==> src/sbaskt_pkg.sv <==
// ==============================
// Shared constants for the ROM subsystem
// Region offsets, bus widths, slot sizes and arbiter encodings
// Modules import it inside their body
// ==============================
package sbaskt_pkg;

    localparam int SDRAM_AW = 22;     // SDRAM word address
    localparam int SDRAM_DW = 16;
    localparam int IOCTL_AW = 25;     // Host download byte address
    localparam int PROM_AW  = 11;

    // Client byte-address widths
    localparam int SCR_AW  = 14;
    localparam int OBJ_AW  = 15;
    localparam int MAIN_AW = 16;

    // Byte offsets in SDRAM with main code below SCR_START
    localparam logic [21:0] SCR_START = 22'h01_0000;
    localparam logic [21:0] OBJ_START = 22'h01_4000;
    localparam logic [21:0] PCM_START = 22'h01_C000;
    localparam logic [IOCTL_AW-1:0] PROM_START = 25'h002_4000;

    // Arbiter FSM states
    localparam logic [1:0] ARB_IDLE = 2'd0;
    localparam logic [1:0] ARB_REQ  = 2'd1;
    localparam logic [1:0] ARB_WAIT = 2'd2;

    // Arbiter owners, in priority order
    localparam logic [1:0] OWN_PROG = 2'd0;
    localparam logic [1:0] OWN_SCR  = 2'd1;
    localparam logic [1:0] OWN_OBJ  = 2'd2;
    localparam logic [1:0] OWN_MAIN = 2'd3;

endpackage

==> src/rom_bus_if.sv <==
// ==============================
// Internal buses toward the SDRAM arbiter
// rom_bus_if carries slot reads, prog_bus_if loader writes
// ==============================
`timescale 1ns/1ps

interface rom_bus_if;
    import sbaskt_pkg::*;

    logic                req;
    logic [SDRAM_AW-1:0] addr;    // Word address, held until ack
    logic                ack;
    logic [SDRAM_DW-1:0] data;
    logic                data_rdy;

    modport slot (output req, addr, input ack, data, data_rdy);
    modport arb  (input req, addr, output ack, data, data_rdy);
endinterface

interface prog_bus_if;
    import sbaskt_pkg::*;

    logic                we;
    logic [SDRAM_AW-1:0] addr;
    logic [SDRAM_DW-1:0] data;
    logic [1:0]          mask;    // Active low byte enables
    logic                ack;

    modport loader (output we, addr, data, mask, input ack);
    modport arb    (input we, addr, data, mask, output ack);
endinterface

==> src/rom_loader.sv <==
// ==============================
// Download byte stream to SDRAM word writes
// Reorders graphics regions on the way in
// Bytes from PROM_START on go to the PROM strobe
// ==============================
`timescale 1ns/1ps

module rom_loader(
    input  logic                         clk,
    input  logic                         reset,
    input  logic                         downloading,
    input  logic [sbaskt_pkg::IOCTL_AW-1:0] ioctl_addr,
    input  logic [7:0]                   ioctl_dout,
    input  logic                         ioctl_wr,
    output logic                         prom_we,
    output logic [sbaskt_pkg::PROM_AW-1:0] prom_addr,
    output logic [7:0]                   prom_data,
    prog_bus_if.loader                   prog
);
    import sbaskt_pkg::*;

    logic [21:0]         byte_addr;
    logic [21:0]         perm_addr;
    logic [7:0]          byte_data;
    logic [IOCTL_AW-1:0] prom_off;
    logic                in_scr;
    logic                in_obj;
    logic                is_prom;
    logic                take;

    assign take     = downloading && ioctl_wr;
    assign is_prom  = ioctl_addr >= PROM_START;
    assign prom_off = ioctl_addr - PROM_START;

    always_comb begin
        byte_addr = ioctl_addr[21:0];
        in_scr    = byte_addr >= SCR_START && byte_addr < OBJ_START;
        in_obj    = byte_addr >= OBJ_START && byte_addr < PCM_START;
        perm_addr = byte_addr;
        byte_data = ioctl_dout;
        if (in_scr) begin
            byte_data = {ioctl_dout[3:0], ioctl_dout[7:4]};   // Nibble swap
        end
        if (in_obj) begin
            perm_addr[5:0] = {byte_addr[5], byte_addr[2:0], ~byte_addr[4], ~byte_addr[3]};
        end
    end

    always_ff @(posedge clk) begin
        if (reset) begin
            prog.we <= 1'b0;
            prom_we <= 1'b0;
        end else begin
            prom_we <= 1'b0;                // Single cycle strobe
            if (prog.ack) prog.we <= 1'b0;
            if (take) begin
                if (is_prom) prom_we <= 1'b1;
                else prog.we <= 1'b1;
            end
        end
    end

    // Payload held stable until the arbiter acks
    always_ff @(posedge clk) begin
        if (take) begin
            prog.addr <= {1'b0, perm_addr[21:1]};
            prog.data <= {byte_data, byte_data};
            prog.mask <= perm_addr[0] ? 2'b01 : 2'b10;  // Even bytes use the low half
            prom_addr <= prom_off[PROM_AW-1:0];
            prom_data <= ioctl_dout;
        end
    end

    // Host must wait for the SDRAM write to finish
    a_no_overrun: assert property (@(posedge clk) disable iff (reset)
        take |-> !prog.we);

endmodule

==> src/rom_slot.sv <==
// ==============================
// One-entry caching ROM slot
// Client cs/addr in, SDRAM word reads out
// DW 32 fetches two words, DW 8 one
// ==============================
`timescale 1ns/1ps

module rom_slot #(
    parameter int AW = 16,
    parameter int DW = 8,
    parameter logic [sbaskt_pkg::SDRAM_AW-1:0] OFFSET = '0
)(
    input  logic          clk,
    input  logic          reset,
    input  logic          downloading,
    input  logic          cs,
    input  logic [AW-1:0] addr,
    output logic [DW-1:0] data,
    output logic          ok,
    rom_bus_if.slot       bus
);
    import sbaskt_pkg::*;

    logic [AW-1:0] base_addr;
    logic [AW-1:0] cache_addr;
    logic [AW-1:0] fetch_addr;
    logic [31:0]   cache_data;
    logic          valid;
    logic          busy;
    logic          half;      // High word of a 32-bit item in flight
    logic          hit;
    logic          start_fetch;
    logic          next_half;
    logic          last_word;

    // 32-bit items sit on 4-byte boundaries and bytes are cached per word
    assign base_addr   = DW == 32 ? {addr[AW-1:2], 2'b00} : {addr[AW-1:1], 1'b0};
    assign hit         = valid && cache_addr == base_addr;
    assign start_fetch = cs && !hit && !busy && !downloading;
    assign next_half   = busy && bus.data_rdy && DW == 32 && !half;
    assign last_word   = busy && bus.data_rdy && !next_half;

    always_ff @(posedge clk) begin
        if (reset) begin
            bus.req <= 1'b0;
            busy    <= 1'b0;
            half    <= 1'b0;
            valid   <= 1'b0;
            ok      <= 1'b0;
        end else begin
            ok <= cs && hit;
            if (bus.ack) bus.req <= 1'b0;
            if (start_fetch) begin
                bus.req <= 1'b1;
                busy    <= 1'b1;
                half    <= 1'b0;
                valid   <= 1'b0;     // Cache is overwritten from now on
            end
            if (next_half) begin
                bus.req <= 1'b1;
                half    <= 1'b1;
            end
            if (last_word) begin
                busy  <= 1'b0;
                valid <= !downloading;
            end
            if (downloading) valid <= 1'b0;
        end
    end

    always_ff @(posedge clk) begin
        if (start_fetch) begin
            fetch_addr <= base_addr;
            bus.addr   <= OFFSET + SDRAM_AW'(base_addr[AW-1:1]);
        end
        if (next_half) bus.addr <= bus.addr + 1'b1;
        if (busy && bus.data_rdy) begin
            if (half) cache_data[31:16] <= bus.data;
            else cache_data[15:0] <= bus.data;
        end
        if (last_word) cache_addr <= fetch_addr;
        data <= DW'(DW == 8 && addr[0] ? cache_data[15:8] : cache_data);  // Byte pick
    end

    // Request is held until the arbiter takes it
    a_req_hold: assert property (@(posedge clk) disable iff (reset)
        bus.req && !bus.ack |=> bus.req);

endmodule

==> src/sbaskt_rom_sys.sv <==
// ==============================
// ROM subsystem top level
// Host download, PROM strobe, SDRAM port and three ROM clients
// ==============================
`timescale 1ns/1ps

module sbaskt_rom_sys(
    input  logic                            clk,
    input  logic                            reset,
    // Host download
    input  logic                            downloading,
    input  logic [sbaskt_pkg::IOCTL_AW-1:0] ioctl_addr,
    input  logic [7:0]                      ioctl_dout,
    input  logic                            ioctl_wr,
    // Colour PROM
    output logic                            prom_we,
    output logic [sbaskt_pkg::PROM_AW-1:0]  prom_addr,
    output logic [7:0]                      prom_data,
    // SDRAM
    output logic                            sdram_req,
    output logic                            sdram_we,
    output logic [sbaskt_pkg::SDRAM_AW-1:0] sdram_addr,
    output logic [sbaskt_pkg::SDRAM_DW-1:0] sdram_din,
    output logic [1:0]                      sdram_mask,
    input  logic                            sdram_ack,
    input  logic [sbaskt_pkg::SDRAM_DW-1:0] data_read,
    input  logic                            data_rdy,
    // Clients
    input  logic                            scr_cs,
    input  logic [sbaskt_pkg::SCR_AW-1:0]   scr_addr,
    output logic [31:0]                     scr_data,
    output logic                            scr_ok,
    input  logic                            obj_cs,
    input  logic [sbaskt_pkg::OBJ_AW-1:0]   obj_addr,
    output logic [31:0]                     obj_data,
    output logic                            obj_ok,
    input  logic                            main_cs,
    input  logic [sbaskt_pkg::MAIN_AW-1:0]  main_addr,
    output logic [7:0]                      main_data,
    output logic                            main_ok
);
    import sbaskt_pkg::*;

    prog_bus_if prog_bus();
    rom_bus_if  scr_bus();
    rom_bus_if  obj_bus();
    rom_bus_if  main_bus();

    rom_loader u_loader(
        .clk         ( clk         ),
        .reset       ( reset       ),
        .downloading ( downloading ),
        .ioctl_addr  ( ioctl_addr  ),
        .ioctl_dout  ( ioctl_dout  ),
        .ioctl_wr    ( ioctl_wr    ),
        .prom_we     ( prom_we     ),
        .prom_addr   ( prom_addr   ),
        .prom_data   ( prom_data   ),
        .prog        ( prog_bus    )
    );

    rom_slot #(.AW(SCR_AW), .DW(32), .OFFSET(SCR_START >> 1)) u_scr(
        .clk(clk), .reset(reset), .downloading(downloading),
        .cs(scr_cs), .addr(scr_addr), .data(scr_data), .ok(scr_ok), .bus(scr_bus)
    );

    rom_slot #(.AW(OBJ_AW), .DW(32), .OFFSET(OBJ_START >> 1)) u_obj(
        .clk(clk), .reset(reset), .downloading(downloading),
        .cs(obj_cs), .addr(obj_addr), .data(obj_data), .ok(obj_ok), .bus(obj_bus)
    );

    // Main code starts at SDRAM address zero
    rom_slot #(.AW(MAIN_AW), .DW(8), .OFFSET('0)) u_main(
        .clk(clk), .reset(reset), .downloading(downloading),
        .cs(main_cs), .addr(main_addr), .data(main_data), .ok(main_ok), .bus(main_bus)
    );

    sdram_arbiter u_arb(
        .clk         ( clk         ),
        .reset       ( reset       ),
        .downloading ( downloading ),
        .prog        ( prog_bus    ),
        .scr         ( scr_bus     ),
        .obj         ( obj_bus     ),
        .main        ( main_bus    ),
        .sdram_req   ( sdram_req   ),
        .sdram_we    ( sdram_we    ),
        .sdram_addr  ( sdram_addr  ),
        .sdram_din   ( sdram_din   ),
        .sdram_mask  ( sdram_mask  ),
        .sdram_ack   ( sdram_ack   ),
        .data_read   ( data_read   ),
        .data_rdy    ( data_rdy    )
    );

endmodule

==> src/sdram_arbiter.sv <==
// ==============================
// Owner of the single SDRAM port
// Loader writes first, then scroll, object and main reads
// Reads only once the download is over
// ==============================
`timescale 1ns/1ps

module sdram_arbiter(
    input  logic                            clk,
    input  logic                            reset,
    input  logic                            downloading,
    prog_bus_if.arb                         prog,
    rom_bus_if.arb                          scr,
    rom_bus_if.arb                          obj,
    rom_bus_if.arb                          main,
    output logic                            sdram_req,
    output logic                            sdram_we,
    output logic [sbaskt_pkg::SDRAM_AW-1:0] sdram_addr,
    output logic [sbaskt_pkg::SDRAM_DW-1:0] sdram_din,
    output logic [1:0]                      sdram_mask,
    input  logic                            sdram_ack,
    input  logic [sbaskt_pkg::SDRAM_DW-1:0] data_read,
    input  logic                            data_rdy
);
    import sbaskt_pkg::*;

    logic [1:0]          state;
    logic [1:0]          owner;
    logic [1:0]          grant_own;
    logic                grant_en;
    logic [SDRAM_AW-1:0] grant_addr;
    logic                ack_phase;
    logic                data_phase;

    // Fixed priority pick
    always_comb begin
        grant_en   = 1'b0;
        grant_own  = OWN_PROG;
        grant_addr = prog.addr;
        if (prog.we) begin
            grant_en = 1'b1;
        end else if (!downloading) begin
            grant_en = 1'b1;
            if (scr.req) begin
                grant_own  = OWN_SCR;
                grant_addr = scr.addr;
            end else if (obj.req) begin
                grant_own  = OWN_OBJ;
                grant_addr = obj.addr;
            end else if (main.req) begin
                grant_own  = OWN_MAIN;
                grant_addr = main.addr;
            end else begin
                grant_en = 1'b0;
            end
        end
    end

    assign ack_phase  = state == ARB_REQ && sdram_ack;
    assign data_phase = state == ARB_WAIT && data_rdy;

    // Ack and data_rdy only reach the current owner
    assign prog.ack     = ack_phase && owner == OWN_PROG;
    assign scr.ack      = ack_phase && owner == OWN_SCR;
    assign obj.ack      = ack_phase && owner == OWN_OBJ;
    assign main.ack     = ack_phase && owner == OWN_MAIN;
    assign scr.data_rdy  = data_phase && owner == OWN_SCR;
    assign obj.data_rdy  = data_phase && owner == OWN_OBJ;
    assign main.data_rdy = data_phase && owner == OWN_MAIN;
    assign scr.data     = data_read;
    assign obj.data     = data_read;
    assign main.data    = data_read;

    always_ff @(posedge clk) begin
        if (reset) begin
            state     <= ARB_IDLE;
            owner     <= OWN_PROG;
            sdram_req <= 1'b0;
        end else begin
            case (state)
                ARB_IDLE: if (grant_en) begin
                    state     <= ARB_REQ;
                    owner     <= grant_own;
                    sdram_req <= 1'b1;
                end
                ARB_REQ: if (sdram_ack) begin
                    sdram_req <= 1'b0;
                    state     <= owner == OWN_PROG ? ARB_IDLE : ARB_WAIT;  // Writes end on ack
                end
                ARB_WAIT: if (data_rdy) state <= ARB_IDLE;
                default: state <= ARB_IDLE;
            endcase
        end
    end

    always_ff @(posedge clk) begin
        if (state == ARB_IDLE && grant_en) begin
            sdram_addr <= grant_addr;
            sdram_we   <= grant_own == OWN_PROG;
            sdram_din  <= prog.data;
            sdram_mask <= grant_own == OWN_PROG ? prog.mask : 2'b00;
        end
    end

    a_addr_stable: assert property (@(posedge clk) disable iff (reset)
        sdram_req && !sdram_ack |=> $stable(sdram_addr));

endmodule

==> config.mk <==
export PLATFORM = sky130hd
export DESIGN_NAME = sbaskt_rom_sys
export DESIGN_NICKNAME = d
export VERILOG_FILES = /design/src/sbaskt_pkg.sv /design/src/rom_bus_if.sv /design/src/rom_loader.sv /design/src/rom_slot.sv /design/src/sbaskt_rom_sys.sv /design/src/sdram_arbiter.sv
export SDC_FILE = /design/constraint.sdc
export NUM_CORES = 1
export LEC_CHECK = 0
export CELL_PAD_IN_SITES_DETAIL_PLACEMENT = 1
export CELL_PAD_IN_SITES_GLOBAL_PLACEMENT = 2
export CORE_ASPECT_RATIO = 0.5
export CORE_MARGIN = 5
export CORE_UTILIZATION = 39
export CTS_BUF_LIST = sky130_fd_sc_hd__clkbuf_8
export DETAILED_ROUTE_END_ITERATION = 8
export DONT_BUFFER_PORTS = 1
export PLACE_DENSITY = 0.78
export RECOVER_POWER = 50
export SYNTH_ARGS = -nofsm -noshare
export SYNTH_HDL_FRONTEND = slang
export SYNTH_HIERARCHICAL = 1
export SYNTH_SLANG_ARGS = --single-unit
==> constraint.sdc <==
create_clock -name clk -period 4 [get_ports clk]
set_input_delay 0.2 -clock clk [delete_from_list [all_inputs] [get_ports clk]]
set_output_delay 0.2 -clock clk [all_outputs]
set_load 0.005 [all_outputs]
### Word level (Yosys, flattened, before mapping)

Cells that the tools add are included.

* bits in registers: 396
* input bits: 103
* output and inout port bits: 137
* word-level logic and storage cells: 193

* add/sub/neg operators: 5
* magnitude comparators: 5
* eq/ne operators: 11
* multiplexer cells: 51
* bitwise logic cells: 5
* reduce and logical (&&, ||, !) cells: 71

Operator list (count)
* two-way mux 22 bit: 6
* two-way mux 21 bit: 3
* adder 22 x 1 -> 22 bit, second input constant: 2
* greater-or-equal comparator 22 x 17 -> 1 bit, second input constant: 2
* less-than comparator 22 x 17 -> 1 bit, second input constant: 2
* logical AND 1 bit: 35
* two-way mux 1 bit: 27
* greater-or-equal comparator 25 x 18 -> 1 bit, second input constant: 1
* two-way mux 2 bit: 10
* adder 16 x 13 -> 17 bit, first input constant: 1
* adder 16 x 14 -> 17 bit, first input constant: 1
* two-way mux 8 bit: 2
* == test 15 bit: 1
* nonzero test 2 bit: 7
* == test 13 bit: 1
* == test 12 bit: 1
* OR reduction 2 bit: 6
* zero test 1 bit: 11
* subtractor 11 x 1 -> 11 bit, second input constant: 1
* AND reduction 2 bit: 5
* == test 2 bit, second input constant: 3
* zero test 2 bit: 3
* one-hot mux 2 bit (3 select lines): 1
* AND reduction 3 bit: 2
* 7 further kinds: 14

### Depth between registers and ports, before layout

* depth in word-level cells: 8
* mapped depth: 8
* depth with buffers taken out: 7

### Hierarchy

The synthesis kept the hierarchy.

By module, submodules not included
* rom_slot at u_obj: times used 1, cells an instance 261, area an instance 4038.9 sq um, seq. area each 3143.0 sq um
* rom_slot at u_scr: times used 1, cells an instance 252, area an instance 3897.5 sq um, seq. area each 3083.0 sq um
* sdram_arbiter: times used 1, cells an instance 217, area an instance 2538.7 sq um, seq. area each 1331.3 sq um
* rom_slot at u_main: times used 1, cells an instance 108, area an instance 2020.7 sq um, seq. area each 1621.6 sq um
* rom_loader: times used 1, cells an instance 91, area an instance 1750.4 sq um, seq. area each 1361.3 sq um

### Worst setup path before layout

OpenSTA, ideal clock, no wires.

* path kind: register to register
* start: register u_obj.busy
* end: register u_obj.bus.addr[0] (enable)
* library setup time: 432 ps
* arrival time: 2452 ps
* required time: 3568 ps
* path slack: 1117 ps
* cell stages (with the launch flop): 3
* path buffers: 0
* clock period less this slack: 2883 ps
* path through: dfxtp_1 or3b_2 o21ai_0

* longest elaborated chain between the ends: 4
* elaborated cells on any way between the ends: 6
* classes of those cells: reduce/logical (6)

Ends and longest elaborated chain
* from (decl): RTL line rom_slot.sv:29 `logic busy;`
* from (signal assigned): RTL line rom_slot.sv:46 `busy <= 1'b0;`
* from (signal assigned): RTL line rom_slot.sv:55 `busy <= 1'b1;`
* from (signal assigned): RTL line rom_slot.sv:64 `busy <= 1'b0;`
* zero test 1 bit: RTL line rom_slot.sv:39 `assign start_fetch = cs && !hit && !busy && !downloading;`
* logical AND 1 bit (2 in series): RTL line rom_slot.sv:39
* nonzero test 2 bit (no line) (*)
* to (signal assigned): RTL line rom_slot.sv:74 `bus.addr <= OFFSET + SDRAM_AW'(base_addr[AW-1:1]);`
* to (signal assigned): RTL line rom_slot.sv:76 `if (next_half) bus.addr <= bus.addr + 1'b1;`
* to (decl): RTL line rom_bus_if.sv:16 `modport slot (output req, addr, input ack, data, data_rdy);`

Mark *: on every way between the ends. The rest lies on a longest branch, timed or not.
A chain may end at the register's enable or synchronous reset.

### Worst setup path after layout

* start: register u_scr.cache_addr[10]
* end: register u_scr.fetch_addr[5] (enable)

* longest elaborated chain between the ends: 6

Ends and longest elaborated chain
* from (decl): RTL line rom_slot.sv:25 `logic [AW-1:0] cache_addr;`
* from (signal assigned): RTL line rom_slot.sv:81 `if (last_word) cache_addr <= fetch_addr;`
* == test 12 bit: RTL line rom_slot.sv:38 `assign hit = valid && cache_addr == base_addr;`
* logical AND 1 bit: RTL line rom_slot.sv:38
* zero test 1 bit: RTL line rom_slot.sv:39
* logical AND 1 bit (3 in series): RTL line rom_slot.sv:39
* named net u_scr.start_fetch: RTL line rom_slot.sv:32 `logic start_fetch;`
* to (signal assigned): RTL line rom_slot.sv:73 `fetch_addr <= base_addr;`
* to (decl): RTL line rom_slot.sv:26 `logic [AW-1:0] fetch_addr;`

The timed path passes the listed nets, and every way through them passes these cells.

==> flow_summary.ini <==
[critical_path]
crit_family = simple AND/OR/NAND/NOR gates
rr_startpoint = u_scr/cache_addr[10]
critPathBufInv = 0
rr_worst_depth = 4
slowest_stage = nor4_1
critPathKind = reg -> reg
r2r_end = u_scr/fetch_addr[5]
cpPeakStageDelay_ns = 0.96
cp_data_required_time_ns = 4.22
end_kind = flip-flop
ff2ff_setup_slack_ns = 1.40
start_kind = flip-flop
critPathArrivalTime_ns = 2.82
cp_cell_sequence = xnor2_1, nand4_1, nor4_1, nor2_1
critical_path.max_fanout = 12

[global_routing]
grt_start_max_net_pins = 45
grt_remaining_overflow = 0
grtUsageTotal = 0.164
grt_pass1_vias = 8366
grt_pass1_wl_um = 52000
antenna_found_initial = 2

[yosys]
synth_ff_type = edfxtp_1
synth_area_um2 = 14200
yosysSeqAreaShare = 0.740
synth_cell_types = 60
post_synth_inst_count = 929
synth_top_area_cell = edfxtp_1
synth_top_area_frac = 0.609
avgSynthCellArea_um2 = 15.3
synth-edff-count = 289
netlist_top_cells_area = edfxtp_1 61%, dfxtp_1 13%, buf_4 3.7%
synth.ff_latch_count = 382
async_flop_share = 0
yosysWarnings = 6

[timing]
fin_skew_ns = 0.0313
setup-tns-final_ns = 0
final-max-slew-violation-count = 0
period_needed_ns = 2.60
rsz0062_at_grt = no
setup_viol = 0
worst_pin_slew_ns = 1.12
timing.fmax_ghz = 0.385
post-route-period-util = 0.650
final_hold_viol_count = 0
maxSlewHeadroom = 0.243

[place]
io_buffer_count = 0
post-dp-hpwl_um = 22700
place.gp.congestion = 0.799

[floorplanning]
start_util = 0.396
fp.dieW_um = 280
die-area_um2 = 40700
rows = 49
die_y_um = 145
core_area_um2 = 36000
ios = 240

[clocking]
cts_setup_buffers = 0
clk_pin_slew_ns = 0.06
insertion_delay_ns = 0.63
cts_tree = done
numCtsBuffers = 55
htreeDepth = 2
clk_path_buf_depth = 3
cts_resized = 0
clockRootBuffer = clkbuf_8
clock-sinks = 382
hold_buffers = 100

[hold_path]
min_path_type = in -> reg
holdPathStages = 2
holdPathEnd = u_loader/prog.mask[1]
hold_start = ioctl_addr[16]

[drt]
drt_iter0_markers = 532
vias_per_cell = 5.07
num_vias = 7797
route.detailed.drc = 0
wire_per_inst_um = 22.5
firstDrtPassIters = 5
routed_wirelength_um = 34700
ant_nets = 0

[run]
drv_cap = 0

[status]
status = finished clean

[layout]
nets = 1110
syn2layout_area_growth_pct = 15.8
drive_gt1_frac = 0.135

[pwr]
finalPower_w = 0.00827
vdd_drop_max_mv = 0.243
power_density_nw_per_um2 = 501
p_leak_nw = 5.64
## per-stage QoR
stage,worst slack [ns],util,std cells,hold slack [ns],cell area (um2)
floorplan,1.12,-,935,0.269,14300
global placement,1.54,0.397,1332,0.279,14300
detailed placement,1.51,0.397,1332,0.286,14300
CTS,1.46,0.458,1536,0.00564,16500
global route,1.20,0.458,1538,0.0217,16500
finish,1.40,0.458,1538,0.0516,16500
## synthesized netlist by cell type, types with 4 or more instances
cell / count
o21ai_1: 4
a21oi_1: 13
buf_4: 70
edfxtp_1: 289
xnor2_1: 57
o21ai_0: 60
xor2_1: 9
mux2_2: 19
nand2b_1: 7
nand4_1: 17
nor4_1: 8
nor2_1: 25
o2bb2ai_1: 21
and2_1: 4
a221oi_1: 21
inv_1: 20
clkbuf_1: 17
nand2_1: 54
o221a_2: 4
dfxtp_1: 93
or3_1: 9
o31ai_1: 6
buf_2: 5
nand3_1: 16
and3_1: 6
mux2i_1: 6
or4_1: 5
nor3_1: 12
## final cells by class
type | count | area [um2]
clock buffer | 64 | 881
timing repair buffer | 109 | 1070
sequential | 382 | 10500
fill | 3555 | 19500
inverter | 20 | 75.1
antenna | 2 | 5.00
tap | 484 | 606
multi-input combinational | 437 | 3000
clock inverter | 40 | 324
## cells by family (layout without fill, tap and decap cells)
logic type      after synthesis  after routing  synth area share
compound gates              140            140            0.0670
buf+inv                     116            233            0.0517
other cells                   2             10          0.000527
simple gates                196            196            0.0793
xor+xnor                     66             66            0.0406
mux                          25             25            0.0192
fa+ha+maj                     2              2           0.00176
flops                       382            382             0.740
## sequential cells by signal, indices dropped and copies added (netlist names), 16 cells and up
signal	cells
u_scr/bus.addr	22
u_scr/data	32
u_arb/sdram_addr	22
u_scr/cache_data	32
u_obj/cache_data	32
u_obj/bus.addr	22
u_arb/sdram_din	16
u_loader/prog.addr	16
u_obj/data	32
u_main/cache_data	16
## placed cells by master (no fill, tap or decap), types with 3 or more instances in the layout
cell,synthesis,layout
o31ai_1,6,6
xnor2_1,57,57
mux2i_1,6,6
xor2_1,9,9
nor4_1,8,8
nand4_1,17,17
a221oi_1,21,21
and4_1,3,3
and2_1,4,3
nor3_1,12,12
nand3_1,16,16
bufinv_16,0,5
nand2_1,54,54
o21ai_0,60,58
a21oi_1,13,13
inv_1,20,36
buf_4,70,9
o221a_2,4,4
nor3b_1,3,3
and3_1,6,4
dfxtp_1,93,93
clkinv_2,0,7
clkbuf_8,1,64
o21ai_1,4,6
dlygate4sd3_1,0,100
conb_1,2,8
mux2_2,19,19
nor2_1,25,25
and3_2,3,5
or4_1,5,5
clkinv_1,0,5
edfxtp_1,289,289
o2bb2ai_1,21,21
or3_1,9,9
nand2b_1,7,7
## power by group
| part | total (W) | internal [W] | switching (W) | leakage, nW |
|---|---|---|---|---|
| sequential | 0.00449 | 0.00440 | 0.0000898 | 3.43 |
| combinational | 0.000408 | 0.000170 | 0.000239 | 1.52 |
| clock | 0.00337 | 0.00181 | 0.00156 | 0.687 |
## worst max-delay path by stage
stage / startpoint / end / slack, ns / cells after the start
final: u_scr/cache_addr[10] / u_scr/fetch_addr[5] / 1.40 / 4
after global routing: u_scr/cache_addr[10] / u_scr/fetch_addr[5] / 1.20 / 4
after CTS: u_main/bus.req / u_arb/sdram_din[11] / 1.46 / 4
after detailed placement: u_main/bus.req / u_arb/sdram_din[0] / 1.51 / 4
after global placement: u_arb/owner[0] / u_scr/cache_data[9] / 1.54 / 6
after floorplan: u_obj/busy / u_obj/bus.addr[0] / 1.12 / 2
## layer usage
| metal | GRT usage | vias to the layer above | share of wire | wire, um |
|---|---|---|---|---|
| met3 | 0.0369 | 52 | 0.051 | 1780 |
| met1 | 0.201 | 3961 | 0.41 | 14100 |
| met5 | 0 | - | 0 | 0 |
| li1 | - | 3580 | - | - |
| met4 | 0.0514 | 0 | 0.025 | 854 |
| met2 | 0.292 | 204 | 0.52 | 17900 |
Note: power is estimated with default switching activity, not from simulation.
